$ cat src/snoop_pkg.sv
`default_nettype none

package snoop_pkg;

    // ----------------------------------------------------------
    // Widths
    // ----------------------------------------------------------
    localparam int ADDR_W   = 44;
    localparam int DATA_W   = 128;
    // One 64 byte cache line in 16 byte beats
    localparam int BEATS    = 4;
    localparam int CRRESP_W = 5;

    // Any other code falls into the dummy reply
    typedef enum logic [3:0] {OSH = 4'd1, CON = 4'd2, PDT = 4'd5} func_e;

    typedef enum logic [3:0] {FUZZING = 4'd0, DELAY_CRVALID = 4'd1,
                              DELAY_CDVALID = 4'd2, DELAY_CDLAST = 4'd3} test_e;

    // ----------------------------------------------------------
    // Control word with enable in bit 0
    // ----------------------------------------------------------
    typedef struct packed {
        logic [12:0]         reserved;
        logic                pdt_en;
        logic                con_en;
        logic                osh_en;
        logic                addr_filter_en;
        logic                ac_filter_en;
        logic [CRRESP_W-1:0] crresp;
        logic [3:0]          func;
        test_e               test;
        logic                enable;
    } ctrl_t;

    typedef enum logic [1:0] {DUMMY, ONE_SHOT, CONTINUOUS, TAMPER} verdict_e;

    typedef enum logic [3:0] {IDLE, DECODE_WAIT, DELAY_WAIT_READY, DATA_REPLY,
                              DUMMY_REPLY, RESPOND, DELAY, END_OP,
                              END_REPLY} exec_state_e;

    // Next value of the CR/CD channel registers
    typedef struct packed {
        logic                crvalid;
        logic                cdvalid;
        logic                cdlast;
        logic [CRRESP_W-1:0] crresp;
        logic [1:0]          beat;
        logic                clear_data;
    } reply_cmd_t;

endpackage

`default_nettype wire

$ cat src/snoop_filter_decode.sv
`timescale 1ns/10ps
`default_nettype none

module snoop_filter_decode #(
    parameter int ADDR_W = snoop_pkg::ADDR_W
) (
    input  wire                        ace_aclk,
    input  wire                        ace_aresetn,
    input  wire                        i_trigger,
    input  wire [ADDR_W-1:0]           i_acaddr_snapshot,
    input  wire [3:0]                  i_acsnoop_snapshot,
    input  wire snoop_pkg::ctrl_t      i_control,
    input  wire [3:0]                  i_acsnoop_reg,
    input  wire [31:0]                 i_base_addr_reg,
    input  wire [31:0]                 i_addr_size_reg,
    input  wire                        i_oneshot_done,
    output snoop_pkg::verdict_e        o_verdict,
    output logic                       o_verdict_valid
);

    logic [31:0]         snoop_addr;
    logic [31:0]         window_end;
    logic                opcode_hit;
    logic                addr_hit;
    logic                filter_pass;
    snoop_pkg::verdict_e verdict_next;

    // ----------------------------------------------------------
    // Filters
    // ----------------------------------------------------------
    // Window compare uses only the low 32 address bits
    assign snoop_addr = i_acaddr_snapshot[31:0];
    assign window_end = i_base_addr_reg + i_addr_size_reg;
    assign opcode_hit = (i_acsnoop_snapshot == i_acsnoop_reg);
    assign addr_hit   = (snoop_addr >= i_base_addr_reg) && (snoop_addr < window_end);

    // A disabled filter lets every snoop through
    assign filter_pass = (!i_control.ac_filter_en || opcode_hit) &&
                         (!i_control.addr_filter_en || addr_hit);

    // ----------------------------------------------------------
    // Function selection
    // ----------------------------------------------------------
    always_comb
    begin
        verdict_next = snoop_pkg::DUMMY;
        if (i_control.enable && filter_pass)
        begin
            // Used one-shot degrades to a dummy reply
            if ((i_control.func == snoop_pkg::OSH) && i_control.osh_en && !i_oneshot_done)
                verdict_next = snoop_pkg::ONE_SHOT;
            else if ((i_control.func == snoop_pkg::CON) && i_control.con_en)
                verdict_next = snoop_pkg::CONTINUOUS;
            else if ((i_control.func == snoop_pkg::PDT) && i_control.pdt_en)
                verdict_next = snoop_pkg::TAMPER;
        end
    end

    always_ff @(posedge ace_aclk)
    begin
        if (!ace_aresetn)
            o_verdict_valid <= 1'b0;
        else
            o_verdict_valid <= i_trigger;
    end

    always_ff @(posedge ace_aclk)
    begin
        if (i_trigger)
            o_verdict <= verdict_next;
    end

endmodule

`default_nettype wire

$ cat src/reply_sequencer.sv
`timescale 1ns/10ps
`default_nettype none

module reply_sequencer #(
    parameter int DELAY_UNIT = 4
) (
    input  wire                        ace_aclk,
    input  wire                        ace_aresetn,
    input  wire                        i_trigger,
    input  wire snoop_pkg::verdict_e   i_verdict,
    input  wire                        i_verdict_valid,
    input  wire snoop_pkg::ctrl_t      i_control,
    input  wire [31:0]                 i_delay_reg,
    input  wire                        i_crready,
    input  wire                        i_cdready,
    output snoop_pkg::reply_cmd_t      o_cmd,
    output logic                       o_busy,
    output logic                       o_reply,
    output logic                       o_end,
    output logic                       o_oneshot_done
);

    localparam logic [1:0] LAST_BEAT = 2'(snoop_pkg::BEATS - 1);

    snoop_pkg::exec_state_e r_state;
    snoop_pkg::verdict_e    r_verdict;
    logic                   r_last;
    logic [1:0]             r_beat;
    logic [31:0]            r_count;
    logic [31:0]            delay_target;
    logic                   delay_done;
    logic                   delay_mode;
    logic                   final_beat;
    logic [1:0]             next_beat;
    logic [1:0]             data_beat;
    logic                   burst_on;
    logic                   strobe_phase;
    snoop_pkg::exec_state_e end_state;

    // ----------------------------------------------------------
    // Delay and beat bookkeeping
    // ----------------------------------------------------------
    assign delay_target = (i_delay_reg == 32'd0) ? 32'd0 :
                          (32'(DELAY_UNIT) << (i_delay_reg - 32'd1));
    assign delay_done   = (r_count == delay_target);
    assign delay_mode   = (i_control.test == snoop_pkg::DELAY_CRVALID) ||
                          (i_control.test == snoop_pkg::DELAY_CDVALID) ||
                          (i_control.test == snoop_pkg::DELAY_CDLAST);

    assign final_beat = (r_beat == LAST_BEAT);
    assign next_beat  = r_beat + 2'd1;
    // Beat advances in the cycle the current one is taken
    assign data_beat  = ((r_state == snoop_pkg::DATA_REPLY) && i_cdready) ? next_beat : r_beat;

    assign burst_on = ((r_state == snoop_pkg::DELAY_WAIT_READY) &&
                       (r_verdict == snoop_pkg::TAMPER) && i_crready) ||
                      ((r_state == snoop_pkg::DATA_REPLY) && !(i_cdready && final_beat));

    assign strobe_phase = (r_state == snoop_pkg::RESPOND) || (r_state == snoop_pkg::DELAY);
    assign end_state    = r_last ? snoop_pkg::END_OP : snoop_pkg::END_REPLY;
    assign o_busy       = (r_state != snoop_pkg::IDLE);

    // ----------------------------------------------------------
    // Command to the result stage
    // ----------------------------------------------------------
    always_comb
    begin
        o_cmd      = '0;
        o_cmd.beat = data_beat;
        if (burst_on)
        begin
            o_cmd.crvalid = 1'b1;
            o_cmd.cdvalid = 1'b1;
            o_cmd.cdlast  = (data_beat == LAST_BEAT);
            o_cmd.crresp  = i_control.crresp;
        end
        else if (strobe_phase)
        begin
            // Named strobe held back until the count runs out
            o_cmd.crvalid = (i_control.test != snoop_pkg::DELAY_CRVALID) ||
                            ((r_state == snoop_pkg::DELAY) && delay_done);
            o_cmd.cdvalid = (i_control.test != snoop_pkg::DELAY_CDVALID) ||
                            ((r_state == snoop_pkg::DELAY) && delay_done);
            o_cmd.cdlast  = (i_control.test != snoop_pkg::DELAY_CDLAST) ||
                            ((r_state == snoop_pkg::DELAY) && delay_done);
            o_cmd.crresp  = i_control.crresp;
        end
        else if (r_state == snoop_pkg::DUMMY_REPLY)
        begin
            o_cmd.crvalid    = i_crready;
            o_cmd.clear_data = 1'b1;
        end
    end

    // ----------------------------------------------------------
    // FSM
    // ----------------------------------------------------------
    always_ff @(posedge ace_aclk)
    begin
        if (!ace_aresetn)
        begin
            r_state        <= snoop_pkg::IDLE;
            r_verdict      <= snoop_pkg::DUMMY;
            r_last         <= 1'b0;
            r_beat         <= 2'd0;
            r_count        <= 32'd0;
            o_reply        <= 1'b0;
            o_end          <= 1'b0;
            o_oneshot_done <= 1'b0;
        end
        else
        begin
            o_reply <= 1'b0;
            unique case (r_state)
                snoop_pkg::IDLE:
                begin
                    // End and one-shot flags live for one enable period
                    if (!i_control.enable)
                    begin
                        o_end          <= 1'b0;
                        o_oneshot_done <= 1'b0;
                    end
                    if (i_trigger)
                        r_state <= snoop_pkg::DECODE_WAIT;
                end
                snoop_pkg::DECODE_WAIT:
                begin
                    if (i_verdict_valid)
                    begin
                        r_verdict <= i_verdict;
                        if (i_verdict == snoop_pkg::DUMMY)
                            r_state <= snoop_pkg::DUMMY_REPLY;
                        else
                            r_state <= snoop_pkg::DELAY_WAIT_READY;
                    end
                end
                snoop_pkg::DELAY_WAIT_READY:
                begin
                    if (i_crready && (r_verdict == snoop_pkg::TAMPER))
                        r_state <= snoop_pkg::DATA_REPLY;
                    else if (i_crready)
                    begin
                        // Continuous run ends once con_en drops
                        r_last  <= (r_verdict == snoop_pkg::ONE_SHOT) || !i_control.con_en;
                        r_state <= snoop_pkg::RESPOND;
                    end
                end
                snoop_pkg::DATA_REPLY:
                begin
                    if (i_cdready && final_beat)
                        r_state <= snoop_pkg::END_REPLY;
                    else if (i_cdready)
                        r_beat <= next_beat;
                end
                snoop_pkg::DUMMY_REPLY:
                begin
                    if (i_crready)
                        r_state <= snoop_pkg::END_REPLY;
                end
                snoop_pkg::RESPOND:
                begin
                    if (r_verdict == snoop_pkg::ONE_SHOT)
                        o_oneshot_done <= 1'b1;
                    r_state <= delay_mode ? snoop_pkg::DELAY : end_state;
                end
                snoop_pkg::DELAY:
                begin
                    if (delay_done)
                    begin
                        r_count <= 32'd0;
                        r_state <= end_state;
                    end
                    else
                        r_count <= r_count + 32'd1;
                end
                snoop_pkg::END_OP:
                begin
                    o_end   <= 1'b1;
                    o_reply <= 1'b1;
                    r_beat  <= 2'd0;
                    r_state <= snoop_pkg::IDLE;
                end
                snoop_pkg::END_REPLY:
                begin
                    o_reply <= 1'b1;
                    r_beat  <= 2'd0;
                    r_state <= snoop_pkg::IDLE;
                end
                default:
                    r_state <= snoop_pkg::IDLE;
            endcase
        end
    end

endmodule

`default_nettype wire

$ cat src/snoop_reply_driver.sv
`timescale 1ns/10ps
`default_nettype none

module snoop_reply_driver (
    input  wire                                             ace_aclk,
    input  wire                                             ace_aresetn,
    input  wire snoop_pkg::reply_cmd_t                      i_cmd,
    input  wire [snoop_pkg::BEATS*snoop_pkg::DATA_W-1:0]    i_cache_line,
    output logic                                            o_crvalid,
    output logic [snoop_pkg::CRRESP_W-1:0]                  o_crresp,
    output logic                                            o_cdvalid,
    output logic [snoop_pkg::DATA_W-1:0]                    o_cddata,
    output logic                                            o_cdlast
);

    logic [snoop_pkg::DATA_W-1:0] beat_data;

    // Beat 0 sits in the low bits of the line
    always_comb
    begin
        beat_data = i_cache_line[i_cmd.beat*snoop_pkg::DATA_W +: snoop_pkg::DATA_W];
    end

    // ----------------------------------------------------------
    // CR and CD channel registers
    // ----------------------------------------------------------
    always_ff @(posedge ace_aclk)
    begin
        if (!ace_aresetn)
        begin
            o_crvalid <= 1'b0;
            o_crresp  <= '0;
            o_cdvalid <= 1'b0;
            o_cdlast  <= 1'b0;
        end
        else
        begin
            o_crvalid <= i_cmd.crvalid;
            o_crresp  <= i_cmd.crresp;
            o_cdvalid <= i_cmd.cdvalid;
            o_cdlast  <= i_cmd.cdlast;
        end
    end

    always_ff @(posedge ace_aclk)
    begin
        if (!ace_aresetn)
            o_cddata <= '0;
        else if (i_cmd.clear_data)
            o_cddata <= '0;
        else if (i_cmd.cdvalid)
            o_cddata <= beat_data;
    end

endmodule

`default_nettype wire

$ cat src/passive_snoop_responder.sv
`timescale 1ns/10ps
`default_nettype none

module passive_snoop_responder #(
    parameter int ADDR_W     = snoop_pkg::ADDR_W,
    parameter int DELAY_UNIT = 4
) (
    input  wire                                             ace_aclk,
    input  wire                                             ace_aresetn,
    // Captured snoop
    input  wire                                             i_trigger,
    input  wire [ADDR_W-1:0]                                i_acaddr_snapshot,
    input  wire [3:0]                                       i_acsnoop_snapshot,
    // Configuration
    input  wire snoop_pkg::ctrl_t                           i_control,
    input  wire [31:0]                                      i_delay_reg,
    input  wire [3:0]                                       i_acsnoop_reg,
    input  wire [31:0]                                      i_base_addr_reg,
    input  wire [31:0]                                      i_addr_size_reg,
    input  wire [snoop_pkg::BEATS*snoop_pkg::DATA_W-1:0]    i_cache_line,
    // CR and CD channels
    input  wire                                             i_crready,
    input  wire                                             i_cdready,
    output wire                                             o_crvalid,
    output wire [snoop_pkg::CRRESP_W-1:0]                   o_crresp,
    output wire                                             o_cdvalid,
    output wire [snoop_pkg::DATA_W-1:0]                     o_cddata,
    output wire                                             o_cdlast,
    // Status
    output wire                                             o_busy,
    output wire                                             o_reply,
    output wire                                             o_end,
    output wire                                             o_oneshot_done
);

    wire snoop_pkg::verdict_e   verdict;
    wire                        verdict_valid;
    wire snoop_pkg::reply_cmd_t reply_cmd;

    snoop_filter_decode #(
        .ADDR_W             (ADDR_W)
    ) i_snoop_filter_decode (
        .ace_aclk           (ace_aclk),
        .ace_aresetn        (ace_aresetn),
        .i_trigger          (i_trigger),
        .i_acaddr_snapshot  (i_acaddr_snapshot),
        .i_acsnoop_snapshot (i_acsnoop_snapshot),
        .i_control          (i_control),
        .i_acsnoop_reg      (i_acsnoop_reg),
        .i_base_addr_reg    (i_base_addr_reg),
        .i_addr_size_reg    (i_addr_size_reg),
        .i_oneshot_done     (o_oneshot_done),
        .o_verdict          (verdict),
        .o_verdict_valid    (verdict_valid)
    );

    reply_sequencer #(
        .DELAY_UNIT         (DELAY_UNIT)
    ) i_reply_sequencer (
        .ace_aclk           (ace_aclk),
        .ace_aresetn        (ace_aresetn),
        .i_trigger          (i_trigger),
        .i_verdict          (verdict),
        .i_verdict_valid    (verdict_valid),
        .i_control          (i_control),
        .i_delay_reg        (i_delay_reg),
        .i_crready          (i_crready),
        .i_cdready          (i_cdready),
        .o_cmd              (reply_cmd),
        .o_busy             (o_busy),
        .o_reply            (o_reply),
        .o_end              (o_end),
        .o_oneshot_done     (o_oneshot_done)
    );

    snoop_reply_driver i_snoop_reply_driver (
        .ace_aclk           (ace_aclk),
        .ace_aresetn        (ace_aresetn),
        .i_cmd              (reply_cmd),
        .i_cache_line       (i_cache_line),
        .o_crvalid          (o_crvalid),
        .o_crresp           (o_crresp),
        .o_cdvalid          (o_cdvalid),
        .o_cddata           (o_cddata),
        .o_cdlast           (o_cdlast)
    );

endmodule

`default_nettype wire

$ cat config.mk
export PLATFORM = sky130hd
export DESIGN_NAME = passive_snoop_responder
export DESIGN_NICKNAME = d
export VERILOG_FILES = /design/src/snoop_pkg.sv /design/src/snoop_filter_decode.sv /design/src/reply_sequencer.sv /design/src/snoop_reply_driver.sv /design/src/passive_snoop_responder.sv
export SDC_FILE = /design/constraint.sdc
export NUM_CORES = 1
export LEC_CHECK = 0
export CAP_MARGIN = 5
export CORE_AREA = 2 2 329 331
export DETAILED_ROUTE_END_ITERATION = 8
export DIE_AREA = 0 0 331 333
export DONT_BUFFER_PORTS = 1
export PLACE_DENSITY = 0.3
export SETUP_SLACK_MARGIN = 0.5
export SYNTH_ARGS = -nofsm -noshare
export SYNTH_HDL_FRONTEND = slang
export SYNTH_SLANG_ARGS = --single-unit
export TNS_END_PERCENT = 100
$ cat constraint.sdc
create_clock -name ace_aclk -period 8.3 [get_ports ace_aclk]
set_clock_uncertainty 0.1 [all_clocks]
set_input_delay 0.415 -clock ace_aclk [delete_from_list [all_inputs] [get_ports ace_aclk]]
set_output_delay 0.415 -clock ace_aclk [all_outputs]
set_load 0.005 [all_outputs]
==> impl_metrics.yaml <==
sta:
  rsz0062_at_grt: "no"
  max_clock_freq_ghz: 0.182
  worst_slew_pin_slew_ps: 1380
  setup_violations: 0
  fin_crit_sh_pct: 66.2
  drv_slew: 0
  hold_viol_final: 0
  timing.final.crit_period_ps: 5490
  maxSlewHeadroom_pct: 8.11
  fin_setup_tns_ps: 0
global_route:
  track_usage_pct: 13.2
  antenna_found_initial: 31
  grt_max_degree: 122
  overflow: 0
  grt_pass1_wl_um: 103000
  grt_pass1_vias: 13414
route:
  drc_errors: 0
  routed_wl_um: 75400
  wire_per_inst_um: 25.0
  viasPerCell: 4.47
  dr_total_vias: 13493
  drtPass1Iterations: 5
  ant_nets: 0
  drt-initial-drc-count: 1070
worst_setup_path:
  r2r_end: "i_snoop_reply_driver.o_cddata[33]"
  crit_path_cell_trace: "inv_1 > ha_1 > or4b_4 > or3_1 > o21a_1 > a211oi_2 > nand4_1 > nor4b_1 > mux2i_1 > a22oi_1 > and4_1 > a211oi_4 > buf_12 > o211ai_1 > o21ai_1"
  regToRegSetupSlack_ps: 4120
  critical_path.max_fanout: 99
  arrival_ps: 5820
  max_stage_delay_ps: 800
  critical_path_class: "primary input to register"
  r2r_start: "i_reply_sequencer.r_state[2]"
  slowest_stage: "nor4b_1"
  cp-start-kind: "primary input"
  critPathCaptureType: "register"
  crit_required_ps: 8620
  crit_family: "simple AND/OR/NAND/NOR gates"
  reg2reg_depth: 8
  worst-path-buf-inv: 2
layout:
  num-fill-cells: 12087
  areaGrowthSynthToFinish_pct: 14.3
  multi_input_area_um2: 10500
  layout_commonest_cell: "nand2_1"
  nNetsFinal: 2377
  drive_gt1_share_pct: 12.0
  layout_common_cells: "199 x nand2_1, 181 x dfxtp_1, 129 x o211ai_1, 128 x mux4_2, 128 x o21ai_1"
  final_cells: 3017
  fin_area_um2: 17100
  final-seq-area_um2: 3680
clock_network:
  cts.sinks: 183
  h-tree-depth: 4
  clk_latency_ps: 490
  cts_tree: "built"
  post_cts_buffers: 0
  clk_pin_slew_ps: 90
  cts_root_buf: "clkbuf_16"
  cts_made_buffers: 17
  clock_path_buffers: 2
floorplan:
  pin_count: 837
  fp-row-count: 120
  die_x_um: 331
  core_um2: 107000
  initial_core_util_pct: 14.0
  die-area_um2: 110000
  fp.dieH_um: 333
place:
  io_buffers: 0
  dp_hpwl_um: 62000
  placed_area_um2: 16300
  gp_congestion: 0.940
  numPlacedInstances: 2956
yosys:
  syn_inst: 1660
  syn_avg_cell_area_um2: 9.01
  netlist.area_leader.share_pct: 24.2
  seq_area_frac_synth_pct: 24.6
  synth_nets: 2456
  yosysTopAreaCell: "dfxtp_1"
  ys_types: 69
  synth-main-ff-cell: "dfxtp_1"
  synth_warnings: 0
  syn-cell-area_um2: 15000
  synth_area_leaders: "dfxtp_1 24%, mux4_2 19%, ha_1 8.2%, o211ai_1 6.5%, nand2_1 5.0%"
  yosys_register_bits: 183
  synth_async_sr_flop_share_pct: 0
  synth_edf_count: 2
pwr:
  power.density_nw_per_um2: 188
  leakage_nw: 5.84
  peakVddDrop_mv: 0.142
min_path:
  worstHoldEndpoint: "i_reply_sequencer.o_oneshot_done"
  min_from: "i_control[0]"
  whs_path_depth: 2
  min_path_type: "primary input to register"
status:
  status: "completed"
flow_run:
  maxCapViolCount: 0
[metrics by stage]
step | setup slack (ps) | hold WS (ps) | power (mW) | utilization, %
global placement | 2330 | 406 | 2.33 | 15.3
finish | 2810 | 84.8 | 3.21 | 16.0
detailed placement | 2340 | 408 | 2.33 | 15.3
global route | 2380 | 47.2 | 3.45 | 16.0
CTS | 2890 | 19.7 | 3.30 | 16.0
floorplan | 3550 | 387 | 1.96 | -
[cells by family (layout without fill, tap and decap cells)]
group,Yosys count,in the layout,share of synthesized area (%)
adders and majority gates,99,99,8.33
buffers and inverters,178,112,5.45
DFF,183,183,24.6
xor gates and xnor gates,76,76,4.45
other,0,20,0
muxes,137,137,19.9
and+or+nand+nor,518,518,17.2
AOI/OAI and AO/OA,469,469,20.1
[worst max-delay path by stage]
stage                                   from                            endpoint  slack (ps)  depth (start not counted)
final                         i_delay_reg[0]  i_snoop_reply_driver.o_cddata[119]        2810                         15
after global routing          i_delay_reg[5]   i_snoop_reply_driver.o_cddata[92]        2380                         13
after detailed placement      i_delay_reg[0]  i_snoop_reply_driver.o_cddata[116]        2340                         15
after CTS                     i_delay_reg[0]  i_snoop_reply_driver.o_cddata[116]        2890                         15
after floorplan           i_base_addr_reg[0]  i_snoop_filter_decode.o_verdict[0]        3550                         23
after global placement        i_delay_reg[0]   i_snoop_reply_driver.o_cddata[97]        2330                         15
[worst register-to-register path, stage by stage, from the launching register on]
cell and delay, ps:
dfxtp_1 420, nor2_1 460, nand4_1 460, mux2i_4 270, buf_4 440, buf_4 880, mux4_2 660, nand2_1 290
o21ai_1 90
[metal layers]
layer  part of all wire, %  wire, um  track usage, %  vias to the layer above
met5                  0.34       259           0.799                        -
li1                      -         -               -                     6174
met3                    12      9040            6.42                       65
met2                    42     32000            18.8                      646
met4                   1.6      1230            3.05                       26
met1                    44     32900            17.5                     6582
[layout make-up]
cell class,instances,share of cell area [%]
Inverter,56,1.23
Clock buffer,17,2.49
Tap cell,1403,10.3
Sequential cell,183,21.6
Timing Repair Buffer,24,1.48
Multi-Input combinational cell,1299,61.6
Antenna cell,20,0.293
Clock inverter,15,1.08
[Yosys cell counts (5+ instances only)]
| master | count |
|---|---|
| nor3_1 | 30 |
| and2_1 | 14 |
| nor4b_1 | 7 |
| nand4_1 | 24 |
| nand2b_1 | 17 |
| ha_1 | 98 |
| a211o_1 | 6 |
| a31oi_1 | 6 |
| nor4_1 | 19 |
| a211oi_1 | 8 |
| nand3b_1 | 10 |
| a21o_1 | 30 |
| inv_1 | 56 |
| o22ai_1 | 6 |
| mux2i_1 | 9 |
| nand2_1 | 200 |
| nor3b_1 | 10 |
| a22oi_1 | 6 |
| mux4_2 | 128 |
| a21boi_1 | 6 |
| o21ai_1 | 128 |
| nor2_1 | 90 |
| nand3_1 | 28 |
| clkbuf_1 | 66 |
| o31ai_1 | 5 |
| nor2b_1 | 17 |
| buf_6 | 16 |
| a21boi_0 | 6 |
| o21ai_0 | 39 |
| o211ai_1 | 129 |
| and3_1 | 6 |
| a21oi_1 | 55 |
| or4_1 | 9 |
| nand4b_1 | 5 |
| xnor2_1 | 38 |
| or3_1 | 16 |
| buf_2 | 18 |
| dfxtp_1 | 181 |
| xor2_1 | 38 |
| o21a_1 | 8 |
| a2111oi_0 | 5 |
| buf_1 | 21 |
[report_power, final]
| group | total (mW) | switching, mW | leakage, nW | internal [mW] |
|---|---|---|---|---|
| combinational | 1.12 | 0.698 | 4.06 | 0.422 |
| clock | 0.917 | 0.482 | 0.299 | 0.435 |
| sequential | 1.17 | 0.187 | 1.48 | 0.988 |
| total | 3.21 | 1.37 | 5.84 | 1.84 |
[timing repair]
| item | 4_1_cts | 5_1_grt |
|---|---|---|
| hold buffers | 9 | 0 |
| hold endpoints to repair | 25 | 0 |
| gates resized for setup | 0 | 0 |
[registers in the layout, indices dropped and copies added, names as in the netlist, 2 cells and up]
signal / count
i_snoop_reply_driver.o_cddata: 128
i_reply_sequencer.r_count: 32
i_snoop_reply_driver.o_crresp: 5
i_reply_sequencer.r_state: 4
i_reply_sequencer.r_beat: 2
i_reply_sequencer.r_verdict: 2
i_snoop_filter_decode.o_verdict: 2
(Power assumes the default switching activity.)
